--- src/verilog/ti_mem_macros.svh ---
`ifndef TI_MEM_MACROS_SVH
`define TI_MEM_MACROS_SVH

// --------------------
// Bus widths
// --------------------
`define TI_CPU_ADDR_W 19
`define TI_MEM_ADDR_W 25
`define TI_DATA_W     16
`define TI_ROMMASK_W  6

// --------------------
// Download indices
// --------------------
`define TI_IDX_C0 8'h01
`define TI_IDX_C1 8'h02
`define TI_IDX_D0 8'h03
`define TI_IDX_D1 8'h41
`define TI_IDX_G0 8'h04
`define TI_IDX_G1 8'h81

// Region offsets in the memory byte space
`define TI_OFS_D   25'h0002000
`define TI_OFS_G   25'h0086000
`define TI_OFS_ROM 25'h0080000

// Core enable period in clk_sys cycles
`define TI_CLK_EN_DIV 4

`endif

--- src/verilog/ti_mem_pkg.sv ---
`include "ti_mem_macros.svh"

package ti_mem_pkg;

    // --------------------
    // Vector types
    // --------------------
    typedef logic [`TI_CPU_ADDR_W-1:0] cpu_addr_t;
    typedef logic [`TI_MEM_ADDR_W-1:0] mem_addr_t;
    typedef logic [`TI_DATA_W-1:0]     mem_data_t;
    typedef logic [7:0]                load_idx_t;
    // Active-high byte lanes, bit 1 is the upper byte
    typedef logic [1:0]                byte_sel_t;
    typedef logic [`TI_ROMMASK_W-1:0]  rom_mask_t;

    // --------------------
    // Bus structs
    // --------------------
    // RAM port of the console core, all strobes active low
    typedef struct packed {
        cpu_addr_t  addr;
        logic       ce_n;
        logic       we_n;
        logic [1:0] be_n;
        mem_data_t  wdata;
    } cpu_bus_t;

    // Image download stream
    typedef struct packed {
        logic       active;
        load_idx_t  index;
        mem_addr_t  addr;
        logic [7:0] data;
        logic       wr;
    } load_bus_t;

    // One memory access
    typedef struct packed {
        mem_addr_t addr;
        byte_sel_t sel;
        mem_data_t wdata;
        logic      we;
    } mem_cmd_t;

    typedef enum logic {
        IDLE,
        WAIT_ACK
    } ctrl_state_e;

endpackage

--- src/verilog/core_clk_gen.sv ---
`timescale 1ns/100ps
`include "ti_mem_macros.svh"

module core_clk_gen (
    input  logic clk_sys,
    input  logic reset,
    input  logic load_active_i,
    output logic clk_en_o,
    output logic core_reset_o
);

    localparam int CNT_W = $clog2(`TI_CLK_EN_DIV);

    logic [CNT_W-1:0] en_cnt;

    // Core stays in reset while an image is coming in
    always_ff @(posedge clk_sys) begin
        if (reset) begin
            core_reset_o <= 1'b1;
        end else begin
            core_reset_o <= load_active_i;
        end
    end

    // Divider restarts whenever the core is held in reset
    always_ff @(posedge clk_sys) begin
        if (reset || core_reset_o) begin
            en_cnt   <= '0;
            clk_en_o <= 1'b0;
        end else begin
            if (en_cnt == CNT_W'(`TI_CLK_EN_DIV - 1)) begin
                en_cnt <= '0;
            end else begin
                en_cnt <= en_cnt + 1'b1;
            end
            clk_en_o <= (en_cnt == CNT_W'(1));
        end
    end

    // Enable is a single-cycle strobe
    a_clk_en_single: assert property (@(posedge clk_sys) disable iff (reset)
        clk_en_o |=> !clk_en_o);

endmodule

--- src/verilog/rom_load_map.sv ---
`timescale 1ns/100ps
`include "ti_mem_macros.svh"

module rom_load_map (
    input  logic                  clk_sys,
    input  logic                  reset,
    input  ti_mem_pkg::load_bus_t load_i,
    output ti_mem_pkg::mem_cmd_t  load_cmd_o,
    output logic                  load_stb_o
);

    ti_mem_pkg::mem_addr_t region_ofs;
    ti_mem_pkg::byte_sel_t lane_sel;

    // --------------------
    // Region select
    // --------------------
    // C images sit at the bottom of the cartridge area
    always_comb begin
        case (load_i.index)
            `TI_IDX_C0, `TI_IDX_C1: begin
                region_ofs = '0;
            end
            `TI_IDX_D0, `TI_IDX_D1: begin
                region_ofs = `TI_OFS_D;
            end
            `TI_IDX_G0, `TI_IDX_G1: begin
                region_ofs = `TI_OFS_G;
            end
            default: begin
                region_ofs = `TI_OFS_ROM;
            end
        endcase
    end

    // Even byte address lands in the upper lane
    assign lane_sel = {~load_i.addr[0], load_i.addr[0]};

    // --------------------
    // Command register
    // --------------------
    always_ff @(posedge clk_sys) begin
        if (reset) begin
            load_stb_o <= 1'b0;
        end else begin
            load_stb_o <= load_i.wr;
        end
    end

    always_ff @(posedge clk_sys) begin
        if (load_i.wr) begin
            load_cmd_o.addr  <= load_i.addr + region_ofs;
            load_cmd_o.sel   <= lane_sel;
            // Byte goes out on both halves, the lane picks one
            load_cmd_o.wdata <= {load_i.data, load_i.data};
            load_cmd_o.we    <= 1'b1;
        end
    end

    // A new write may not land before the previous one has been handed off
    a_load_spacing: assert property (@(posedge clk_sys) disable iff (reset)
        load_i.wr |=> !load_i.wr);

endmodule

--- src/verilog/rom_mask_track.sv ---
`timescale 1ns/100ps
`include "ti_mem_macros.svh"

module rom_mask_track (
    input  logic                  clk_sys,
    input  logic                  reset,
    input  ti_mem_pkg::load_bus_t load_i,
    output ti_mem_pkg::rom_mask_t rommask_o
);

    ti_mem_pkg::load_idx_t last_idx;
    ti_mem_pkg::mem_addr_t last_addr;
    logic                  last_is_d;

    // Last download write seen
    always_ff @(posedge clk_sys) begin
        if (reset) begin
            last_idx  <= '0;
            last_addr <= '0;
        end else if (load_i.wr) begin
            last_idx  <= load_i.index;
            last_addr <= load_i.addr;
        end
    end

    assign last_is_d = (last_idx == `TI_IDX_D0) || (last_idx == `TI_IDX_D1);

    // --------------------
    // Page mask from D image size
    // --------------------
    always_comb begin
        if (!last_is_d) begin
            rommask_o = '1;
        end else if (last_addr < 25'h0004000) begin
            rommask_o = 6'b000001;
        end else if (last_addr < 25'h0008000) begin
            rommask_o = 6'b000011;
        end else if (last_addr < 25'h0010000) begin
            rommask_o = 6'b000111;
        end else if (last_addr < 25'h0020000) begin
            rommask_o = 6'b001111;
        end else if (last_addr < 25'h0040000) begin
            rommask_o = 6'b011111;
        end else begin
            rommask_o = 6'b111111;
        end
    end

endmodule

--- src/verilog/ti_mem_ctrl.sv ---
`timescale 1ns/100ps

module ti_mem_ctrl (
    input  logic                  clk_sys,
    input  logic                  reset,
    input  ti_mem_pkg::cpu_bus_t  cpu_i,
    input  logic                  load_active_i,
    input  logic                  load_stb_i,
    input  ti_mem_pkg::mem_cmd_t  load_cmd_i,
    output ti_mem_pkg::mem_cmd_t  mem_cmd_o,
    output logic                  mem_req_o,
    input  logic                  mem_ack_i,
    input  ti_mem_pkg::mem_data_t mem_q_i,
    output ti_mem_pkg::mem_data_t cpu_q_o,
    output logic                  cpu_ack_o
);

    ti_mem_pkg::ctrl_state_e state;
    ti_mem_pkg::mem_cmd_t    cpu_cmd;
    logic                    cpu_rd;
    logic                    cpu_wr;
    logic                    cpu_rd_q;
    logic                    cpu_wr_q;
    logic                    cpu_start;
    logic                    cur_is_cpu;

    // --------------------
    // CPU access detect
    // --------------------
    assign cpu_rd = ~cpu_i.ce_n & cpu_i.we_n;
    assign cpu_wr = ~cpu_i.ce_n & ~cpu_i.we_n;

    always_ff @(posedge clk_sys) begin
        if (reset) begin
            cpu_rd_q <= 1'b0;
            cpu_wr_q <= 1'b0;
        end else begin
            cpu_rd_q <= cpu_rd;
            cpu_wr_q <= cpu_wr;
        end
    end

    // Core is held in reset during a download, its strobes are meaningless
    assign cpu_start = ((cpu_rd & ~cpu_rd_q) | (cpu_wr & ~cpu_wr_q)) & ~load_active_i;

    // Word address to byte address
    assign cpu_cmd.addr  = ti_mem_pkg::mem_addr_t'({cpu_i.addr, 1'b0});
    assign cpu_cmd.sel   = ~cpu_i.be_n;
    assign cpu_cmd.wdata = cpu_i.wdata;
    assign cpu_cmd.we    = ~cpu_i.we_n;

    // --------------------
    // Toggle handshake FSM
    // --------------------
    always_ff @(posedge clk_sys) begin
        if (reset) begin
            state      <= ti_mem_pkg::IDLE;
            mem_req_o  <= 1'b0;
            cur_is_cpu <= 1'b0;
            cpu_ack_o  <= 1'b0;
        end else begin
            cpu_ack_o <= 1'b0;
            case (state)
                ti_mem_pkg::IDLE: begin
                    if (load_stb_i) begin
                        mem_req_o  <= ~mem_req_o;
                        cur_is_cpu <= 1'b0;
                        state      <= ti_mem_pkg::WAIT_ACK;
                    end else if (cpu_start) begin
                        mem_req_o  <= ~mem_req_o;
                        cur_is_cpu <= 1'b1;
                        state      <= ti_mem_pkg::WAIT_ACK;
                    end
                end
                ti_mem_pkg::WAIT_ACK: begin
                    // Memory answers by matching the request level
                    if (mem_ack_i == mem_req_o) begin
                        cpu_ack_o <= cur_is_cpu;
                        state     <= ti_mem_pkg::IDLE;
                    end
                end
                default: begin
                    state <= ti_mem_pkg::IDLE;
                end
            endcase
        end
    end

    // Command and read data registers
    always_ff @(posedge clk_sys) begin
        if (state == ti_mem_pkg::IDLE) begin
            if (load_stb_i) begin
                mem_cmd_o <= load_cmd_i;
            end else if (cpu_start) begin
                mem_cmd_o <= cpu_cmd;
            end
        end
        if (state == ti_mem_pkg::WAIT_ACK && mem_ack_i == mem_req_o &&
            cur_is_cpu && !mem_cmd_o.we) begin
            cpu_q_o <= mem_q_i;
        end
    end

    // --------------------
    // Checks
    // --------------------
    // Sources must wait for the previous access to finish
    a_no_start_busy: assert property (@(posedge clk_sys) disable iff (reset)
        (state == ti_mem_pkg::WAIT_ACK) |-> !(load_stb_i || cpu_start));

    a_cmd_stable: assert property (@(posedge clk_sys) disable iff (reset)
        (mem_req_o != mem_ack_i) |=> $stable(mem_cmd_o));

endmodule

--- src/verilog/ti_mem_top.sv ---
`timescale 1ns/100ps

module ti_mem_top (
    input  logic                  clk_sys,
    input  logic                  reset,
    input  ti_mem_pkg::cpu_bus_t  cpu_i,
    input  ti_mem_pkg::load_bus_t load_i,
    output ti_mem_pkg::mem_cmd_t  mem_cmd_o,
    output logic                  mem_req_o,
    input  logic                  mem_ack_i,
    input  ti_mem_pkg::mem_data_t mem_q_i,
    output ti_mem_pkg::mem_data_t cpu_q_o,
    output logic                  cpu_ack_o,
    output ti_mem_pkg::rom_mask_t rommask_o,
    output logic                  clk_en_o,
    output logic                  core_reset_o
);

    ti_mem_pkg::mem_cmd_t load_cmd;
    logic                 load_stb;

    // --------------------
    // Core timing
    // --------------------
    core_clk_gen u_core_clk_gen (
        .clk_sys       (clk_sys),
        .reset         (reset),
        .load_active_i (load_i.active),
        .clk_en_o      (clk_en_o),
        .core_reset_o  (core_reset_o)
    );

    // --------------------
    // Download path
    // --------------------
    rom_load_map u_rom_load_map (
        .clk_sys    (clk_sys),
        .reset      (reset),
        .load_i     (load_i),
        .load_cmd_o (load_cmd),
        .load_stb_o (load_stb)
    );

    rom_mask_track u_rom_mask_track (
        .clk_sys   (clk_sys),
        .reset     (reset),
        .load_i    (load_i),
        .rommask_o (rommask_o)
    );

    // Shared memory port
    ti_mem_ctrl u_ti_mem_ctrl (
        .clk_sys       (clk_sys),
        .reset         (reset),
        .cpu_i         (cpu_i),
        .load_active_i (load_i.active),
        .load_stb_i    (load_stb),
        .load_cmd_i    (load_cmd),
        .mem_cmd_o     (mem_cmd_o),
        .mem_req_o     (mem_req_o),
        .mem_ack_i     (mem_ack_i),
        .mem_q_i       (mem_q_i),
        .cpu_q_o       (cpu_q_o),
        .cpu_ack_o     (cpu_ack_o)
    );

endmodule

--- config.mk ---
export PLATFORM = sky130hd
export DESIGN_NAME = ti_mem_top
export DESIGN_NICKNAME = d
export VERILOG_FILES = /design/src/verilog/ti_mem_pkg.sv /design/src/verilog/core_clk_gen.sv /design/src/verilog/rom_load_map.sv /design/src/verilog/rom_mask_track.sv /design/src/verilog/ti_mem_ctrl.sv /design/src/verilog/ti_mem_top.sv
export VERILOG_INCLUDE_DIRS = /design/src /design/src/verilog
export SDC_FILE = /design/constraint.sdc
export NUM_CORES = 1
export LEC_CHECK = 0
export ABC_AREA = 0
export BUFFER_PORTS_ARGS = -buffer_cell sky130_fd_sc_hd__buf_2
export CAP_MARGIN = 20
export CORE_MARGIN = 3
export CORE_UTILIZATION = 50
export DETAILED_ROUTE_END_ITERATION = 12
export PLACE_DENSITY_LB_ADDON = 0.25
export SLEW_MARGIN = 10
export SYNTH_ARGS = -nofsm -noshare
export SYNTH_HDL_FRONTEND = slang
export SYNTH_SLANG_ARGS = --single-unit
--- constraint.sdc ---
create_clock -name clk_sys -period 3.09 [get_ports clk_sys]
set_input_delay 0.618 -clock clk_sys [delete_from_list [all_inputs] [get_ports clk_sys]]
set_output_delay 0.618 -clock clk_sys [all_outputs]
set_load 0.005 [all_outputs]
# Yosys cells after proc, flatten, opt, wreduce, memory -nomap -nowiden
# Cells that the tools add are included.
# word_totals
reg_bits,147
output_inout_bits,70
word_cells,84
# op_classes
reduce_logical,13
magnitude_cmp,5
addsub,2
n_mux,17
n_eq_ne,11
bitwise,16
# ops
op,count
2-to-1 mux 44 bit,2
case mux 20 bit (3 select lines),1
2-to-1 mux 6 bit,6
adder 25 x 20 -> 25 bit,1
"less-than comparator 25 x 15 -> 1 bit, second input constant",1
"less-than comparator 25 x 16 -> 1 bit, second input constant",1
"less-than comparator 25 x 17 -> 1 bit, second input constant",1
"less-than comparator 25 x 18 -> 1 bit, second input constant",1
"less-than comparator 25 x 19 -> 1 bit, second input constant",1
"== test 8 x 2 -> 1 bit, second input constant",3
"== test 8 x 7 -> 1 bit, second input constant",2
NOT 1 bit,9
"== test 8 x 1 -> 1 bit, second input constant",1
"== test 8 x 3 -> 1 bit, second input constant",1
"== test 8 bit, second input constant",1
OR reduction 2 bit,4
2-to-1 mux 1 bit,7
bitwise AND 1 bit,5
logical AND 1 bit,3
OR reduction 3 bit,1
"adder 2 x 1 -> 2 bit, second input constant",1
"== test 2 x 1 -> 1 bit, second input constant",1
"== test 2 bit, second input constant",1
logical OR 1 bit,2
other kinds (7),7

# Depth between registers and ports, before layout
# Gate-level depths: netlist (run 1).
# logic_depth
ltp_word,8
mapped_depth,8

# Modules after synthesis
# A second synthesis (run 1) with hierarchy kept.
# hier_totals
cells_unflattened,338
area_unflattened_um2,5054.8
# by_module_without_submodules
mod,cells_each,seq_area_each_um2,area_each_um2,instances
ti_mem_ctrl,138,1921.8,2547.4,1
rom_load_map,113,1041.0,1586.5,1
rom_mask_track,76,380.4,773.2,1
core_clk_gen,11,80.1,147.6,1

# Least setup slack after synthesis (run 1)
# Ideal clock, no wire load.
# synth_path
path_kind,input -> register
start,input port load_i[37] (netlist name)
end,"register u_rom_load_map.load_cmd_o[40] (netlist name), data pin"
n_path_buf,0
setup_ns,0.269
path_stages,5
t_arrival_ns,2.347
slack_ns,0.474
cell_sequence,or3_1 or4_1 fa_1 o311ai_0 o21ai_1
# synth_via
elab_chain_len,4
word_cells_on_any_way,11
cone_classes,1 x add/sub; 6 x eq/ne; 1 x mux; 3 x reduce/logical
# synth_rtl
item,line,rtl
start: declaration,ti_mem_top.sv:7,"input ti_mem_pkg::load_bus_t load_i,"
"== test 8 x 3 -> 1 bit, or another cell as far along",rom_load_map.sv:20,case (load_i.index)
OR reduction 2 bit,rom_load_map.sv:20,
case mux 20 bit (3 select lines) *,rom_load_map.sv:20,
adder 25 x 20 -> 25 bit *,rom_load_map.sv:52,load_cmd_o.addr <= load_i.addr + region_ofs;
end: declaration,rom_load_map.sv:8,"output ti_mem_pkg::mem_cmd_t load_cmd_o,"
# Every way passes the cells marked *; elsewhere a longest branch is shown, timed or not.
# A chain may end at the register's enable or synchronous reset.

# Final worst setup path (run 1)
# layout_path
start,register u_rom_mask_track.last_idx[2]
end,output port rommask_o[1]
# layout_via
elab_chain_len,3
word_cells_on_any_way,4
cone_classes,2 x eq/ne; 1 x mux; 1 x reduce/logical
# layout_rtl
item,line,rtl
start: declaration,rom_mask_track.sv:11,ti_mem_pkg::load_idx_t last_idx;
start signal: assignment,rom_mask_track.sv:21,last_idx <= load_i.index;
== test 8 x 2 -> 1 bit (no source line) or == test 8 x 7 -> 1 bit (tied branches),n/a,
logical OR 1 bit *,rom_mask_track.sv:26,assign last_is_d = (last_idx == `TI_IDX_D0) || (last_idx == `TI_IDX_D1);
2-to-1 mux 6 bit *,rom_mask_track.sv:32,if (!last_is_d) begin
end: declaration,ti_mem_top.sv:14,"output ti_mem_pkg::rom_mask_t rommask_o,"
# Marked as above.

==> impl_metrics.ini, run 1 <==
[run_status]
outcome = completed

[run]
maxCapViolCount = 0

[global_routing]
grt_pass1_vias = 3314
grt_overflow = 0
grt_use_total = 0.188
antenna_found_initial = 0
grt_max_degree = 55
grt_first_pass_wirelength_mm = 16.2

[floorplan]
rows = 35
start_util = 0.523
pin_count = 171
fp.dieArea_sq_um = 11000
die_x_um = 105
core_sq_um = 9370
fp.dieH_um = 105

[clock_tree]
cts_buffers = 17
cts_tree = done
htree_levels = 4
insertion_delay_ps = 500
cts.sinks = 124
cts_hold_buf = 0
cts_resized = 0
cts_root_buf = clkbuf_8
clock_path_buffers = 2
postCtsSetupBuffers = 0
clk_pin_slew_ps = 60

[detailed_routing]
drc = 0
drt_pre_antenna_iters = 5
vias = 3312
drtAntennaViolNets = 0
viasPerCell = 4.93
drtIter0Drc = 146
wl_mm = 9.99
wl_per_cell_um = 14.9

[placed_design]
gp_congestion = 0.809
placed_cell_area_sq_um = 5900
dp.cells = 640
dp_hpwl_mm = 7.22
io_buffers = 169

[timing]
finalSetupTns_ps = 0
period_needed_ps = 2630
fmax_mhz = 381
worstMarginPinSlew_ps = 774
drv_slew = 0
fin_hold_ws_ps = 284
hold_violations = 0
period_share = 0.850
slew_headroom = 0.484
setup_viol = 0
fin_skew_ps = 10.8
rsz0062_at_grt = no

[layout]
syn_to_final_growth_pct = 32.4
instances_no_fill = 672
drive_gt1_frac = 0.424
final_common_cell = buf_2
final_area_sq_um = 6490
final_nets = 637
antenna_cells = 0
final_cell_mix = 169 x buf_2, 94 x edfxtp_1, 29 x dfxtp_1

[synth]
post_synth_num_cell_types = 48
synth_nets = 458
async_flop_share = 0
yosysSeqAreaShare = 0.698
yosys_most_used_dff = edfxtp_1
yosysWarningCount = 0
ys_ff_latch = 124
synthCells = 351
synth-edff-count = 94
syn-cell-area_sq_um = 4900
syn_avg_cell_area_sq_um = 14.0

[worst_setup_path]
startpoint_type = flip-flop
cp.arrival_ps = 2010
worstPathRequired_ps = 2470
worstSetupPathType = reg -> out
cp-end-kind = primary output
crit_fanout = 5

[pwr]
power.density_nw_per_um2 = 649
total_power_mw = 4.21
ir_worst_vdd_v = 0.000348
p_leak_nw = 2.73

[worst_hold_path]
hold_path.class = in -> reg
## per-layer routing
layer | track usage | vias to the layer above | share of wire
met5 | 0 | - | 0
met1 | 0.226 | 1524 | 0.40
li1 | - | 1636 | -
met4 | 0.0694 | 0 | 0.017
met2 | 0.309 | 138 | 0.51
met3 | 0.0692 | 14 | 0.072
## logic make-up after synthesis
family | count (synthesis) | synth area share
compound gates | 37 | 0.0429
xor+xnor | 9 | 0.0161
fa+ha+maj | 6 | 0.0168
buf+inv | 37 | 0.0304
flops | 124 | 0.698
mux | 40 | 0.0867
other cells | 1 | 0.000765
simple gates | 97 | 0.108
## cell usage after synthesis (all sizes together) (2+ instances only)
master | count | share of area
nor4 | 8 | 0.013
nor2 | 28 | 0.021
buf | 7 | 0.0074
o21ai | 22 | 0.022
nor3b | 3 | 0.0046
or4 | 3 | 0.0054
inv | 24 | 0.018
nand4 | 5 | 0.0077
clkbuf | 6 | 0.0046
mux2i | 20 | 0.041
nand2 | 18 | 0.014
or2 | 2 | 0.0026
nand3 | 4 | 0.0041
and2 | 6 | 0.0077
a21oi | 6 | 0.0061
xor2 | 2 | 0.0036
ha | 5 | 0.013
dfxtp | 30 | 0.12
edfxtp | 94 | 0.58
xnor2 | 7 | 0.013
nor3 | 3 | 0.0031
nor2b | 5 | 0.0064
mux2 | 20 | 0.046
nand2b | 5 | 0.0064
## sequential cells by signal, summed over array words and instances, names as in the netlist
signal,cells
u_ti_mem_ctrl.mem_cmd_o,44
u_rom_load_map.load_cmd_o,34
u_ti_mem_ctrl.cpu_q_o,16
u_rom_mask_track.last_addr,11
u_rom_mask_track.last_idx,8
u_core_clk_gen.en_cnt,2
u_core_clk_gen.clk_en_o,1
u_core_clk_gen.core_reset_o,1
u_rom_load_map.load_stb_o,1
u_ti_mem_ctrl.cpu_ack_o,1
u_ti_mem_ctrl.cpu_rd_q,1
u_ti_mem_ctrl.cpu_wr_q,1
u_ti_mem_ctrl.cur_is_cpu,1
u_ti_mem_ctrl.mem_req_o,1
u_ti_mem_ctrl.state,1
## final timing paths
check                                            startpoint                                      end  slack (ps)  cells past startpoint
setup / recovery  u_rom_mask_track.last_idx[2]$_SDFFE_PP0P_                             rommask_o[1]         460                      4
hold / removal                                   load_i[14]  u_rom_load_map.load_cmd_o[24]$_DFFE_PP_         280                      1
setup reg to reg             u_ti_mem_ctrl.state$_SDFF_PP0_    u_ti_mem_ctrl.mem_cmd_o[11]$_DFFE_PP_        1390                      4
hold reg to reg         u_core_clk_gen.en_cnt[0]$_SDFF_PP0_      u_core_clk_gen.en_cnt[0]$_SDFF_PP0_         480                      1
## critical path, stage by stage, from the launching register on
cell and delay (ps):
dfxtp_1 310, or4_4 560, nor4_4 320, nand4_1 140, buf_2 180
## final cells by class
class                           instances  area [sq um]
Fill cell                             731          2880
Clock buffer                           22           497
Multi-Input combinational cell        190          1330
Tap cell                              129           161
Sequential cell                       124          3420
Inverter                               24          90.1
Timing Repair Buffer                  173           888
Clock inverter                         10          98.8
## per-stage QoR
step | util | setup slack, ps
after floorplan | - | 474
after CTS | 0.693 | 444
after global placement | 0.629 | 237
after detailed placement | 0.629 | 196
final | 0.693 | 463
after global routing | 0.693 | 387
## where the power goes
group	internal, mW	total (mW)	leakage, nW	switching [mW]
Clock	1.22	1.92	0.292	0.705
Combinational	0.157	0.329	1.29	0.171
Sequential	1.93	1.96	1.15	0.0336
No activity file was read; power rests on OpenSTA's default activity.
==> run 2, diff against run 1 <==
CORE_UTILIZATION = 45   (was 50)
clock period = 2.15 ns   (was 3.09 ns; I/O delays follow)
==> impl_metrics.ini, run 2 (synthesized netlist as in run 1, its figures left out) <==
[worst_setup_path]
cp-end-kind = primary output
worstSetupPathType = reg -> out
cp.arrival_ps = 1980
startpoint_type = flip-flop
worstPathRequired_ps = 1720
crit_fanout = 5

[clock_tree]
cts_hold_buf = 0
insertion_delay_ps = 490
htree_levels = 4
cts_tree = done
cts_buffers = 17
clk_pin_slew_ps = 50
postCtsSetupBuffers = 0
cts_root_buf = clkbuf_8
clock_path_buffers = 2
cts.sinks = 124

[layout]
syn_to_final_growth_pct = 34.3
antenna_cells = 0
final_cell_mix = 169 x buf_2, 94 x edfxtp_1, 29 x dfxtp_1
largest_reg_flops = 44
final_nets = 649
instances_no_fill = 690
top_register = u_ti_mem_ctrl.mem_cmd_o
final_core_util = 0.630
drive_gt1_frac = 0.437
reg_top3 = u_ti_mem_ctrl.mem_cmd_o (44), u_rom_load_map.load_cmd_o (34), u_ti_mem_ctrl.cpu_q_o (16)
final_common_cell = buf_2

[global_routing]
grt_max_degree = 55
antenna_found_initial = 0
grt_overflow = 0
grt_first_pass_wirelength_mm = 16.9
grt_pass1_vias = 3455
grt_use_total = 0.174

[detailed_routing]
drc = 0
drtIter0Drc = 207
drtAntennaViolNets = 0
wl_per_cell_um = 14.8
vias = 3359
drt_pre_antenna_iters = 4
wl_mm = 10.2
viasPerCell = 4.87

[timing]
period_share = 1.12
slew_headroom = 0.637
setup_viol = 5
finalSetupTns_ps = -1110
hold_violations = 0
worstMarginPinSlew_ps = 544
drv_slew = 0
rsz0062_at_grt = yes
period_needed_ps = 2410
fin_skew_ps = 4.55
fin_ws_ps = -255
fmax_mhz = 416

[placed_design]
gp_congestion = 0.810
io_buffers = 169
dp.cells = 659
dp_hpwl_mm = 7.35

[floorplan]
rows = 37
pin_count = 171
core_sq_um = 10500
fp.dieArea_sq_um = 12200
fp.dieH_um = 110
die_x_um = 110
start_util = 0.469

[pwr]
total_power_mw = 5.96
ir_worst_vdd_v = 0.000463
power.density_nw_per_um2 = 905
p_leak_nw = 2.79

[run]
maxCapViolCount = 0

[run_status]
violations = setup timing
outcome = finished with violations

[worst_hold_path]
hold_path.class = in -> reg
==> run 2: cell types whose count changed in the layout (fill, tap and decap cells not counted), sizes merged <==
cell      change
buf          +12
bufinv        +2
clkbuf        -2
clkinv        +4
clkinvlp      -1
inv           -4
==> run 2: routing by layer <==
metal,GRT usage,share of wire,up-vias
met3,0.0592,0.069,22
met2,0.286,0.49,119
met5,0,0,-
met4,0.0764,0.025,0
li1,-,-,1657
met1,0.208,0.42,1561
==> run 2: critical path, cell delays in order (launching register included) <==
cell	delay [ps]
dfxtp_1	310
or4b_4	550
nor4_4	330
nand4b_1	140
buf_2	150
==> run 2: final timing paths <==
kind / end / slack [ps] / cells after the start / startpoint
setup / recovery: rommask_o[2] / -260 / 4 / u_rom_mask_track.last_addr[21]$_SDFFE_PP0P_
hold / removal: u_rom_load_map.load_cmd_o[29]$_DFFE_PP_ / 110 / 1 / load_i[19]
setup reg to reg: u_ti_mem_ctrl.mem_cmd_o[21]$_DFFE_PP_ / 730 / 2 / u_rom_load_map.load_stb_o$_SDFF_PP0_
hold reg to reg: u_core_clk_gen.en_cnt[0]$_SDFF_PP0_ / 480 / 1 / u_core_clk_gen.en_cnt[0]$_SDFF_PP0_
==> run 2: area by class of cell <==
type                            instances  area [sq um]
Fill cell                             902          3870
Sequential cell                       124          3420
Multi-Input combinational cell        190          1360
Timing Repair Buffer                  185           991
Clock buffer                           20           425
Tap cell                              136           170
Clock inverter                         11           126
Inverter                               24          90.1
==> run 2: where the power goes <==
group | internal (mW) | leakage [nW] | switching, mW
Sequential | 2.77 | 1.15 | 0.0493
Clock | 1.73 | 0.275 | 0.913
Combinational | 0.245 | 1.36 | 0.252
==> run 2: timing repair <==
action                                  in CTS  in global routing
pin swaps                                    2                  2
endpoints found under the setup margin       5                  5
resized for setup                            1                  0
==> run 2: per-stage QoR <==
stage	instance area (sq um)	setup slack, ps	hold slack [ps]
4_1_cts	6590	-283	78.3
5_1_grt	6590	-379	67.4
3_5_place_dp	6030	-322	476
2_1_floorplan	4930	-39.8	434
3_3_place_gp	6030	-241	443
6_report	6590	-255	106
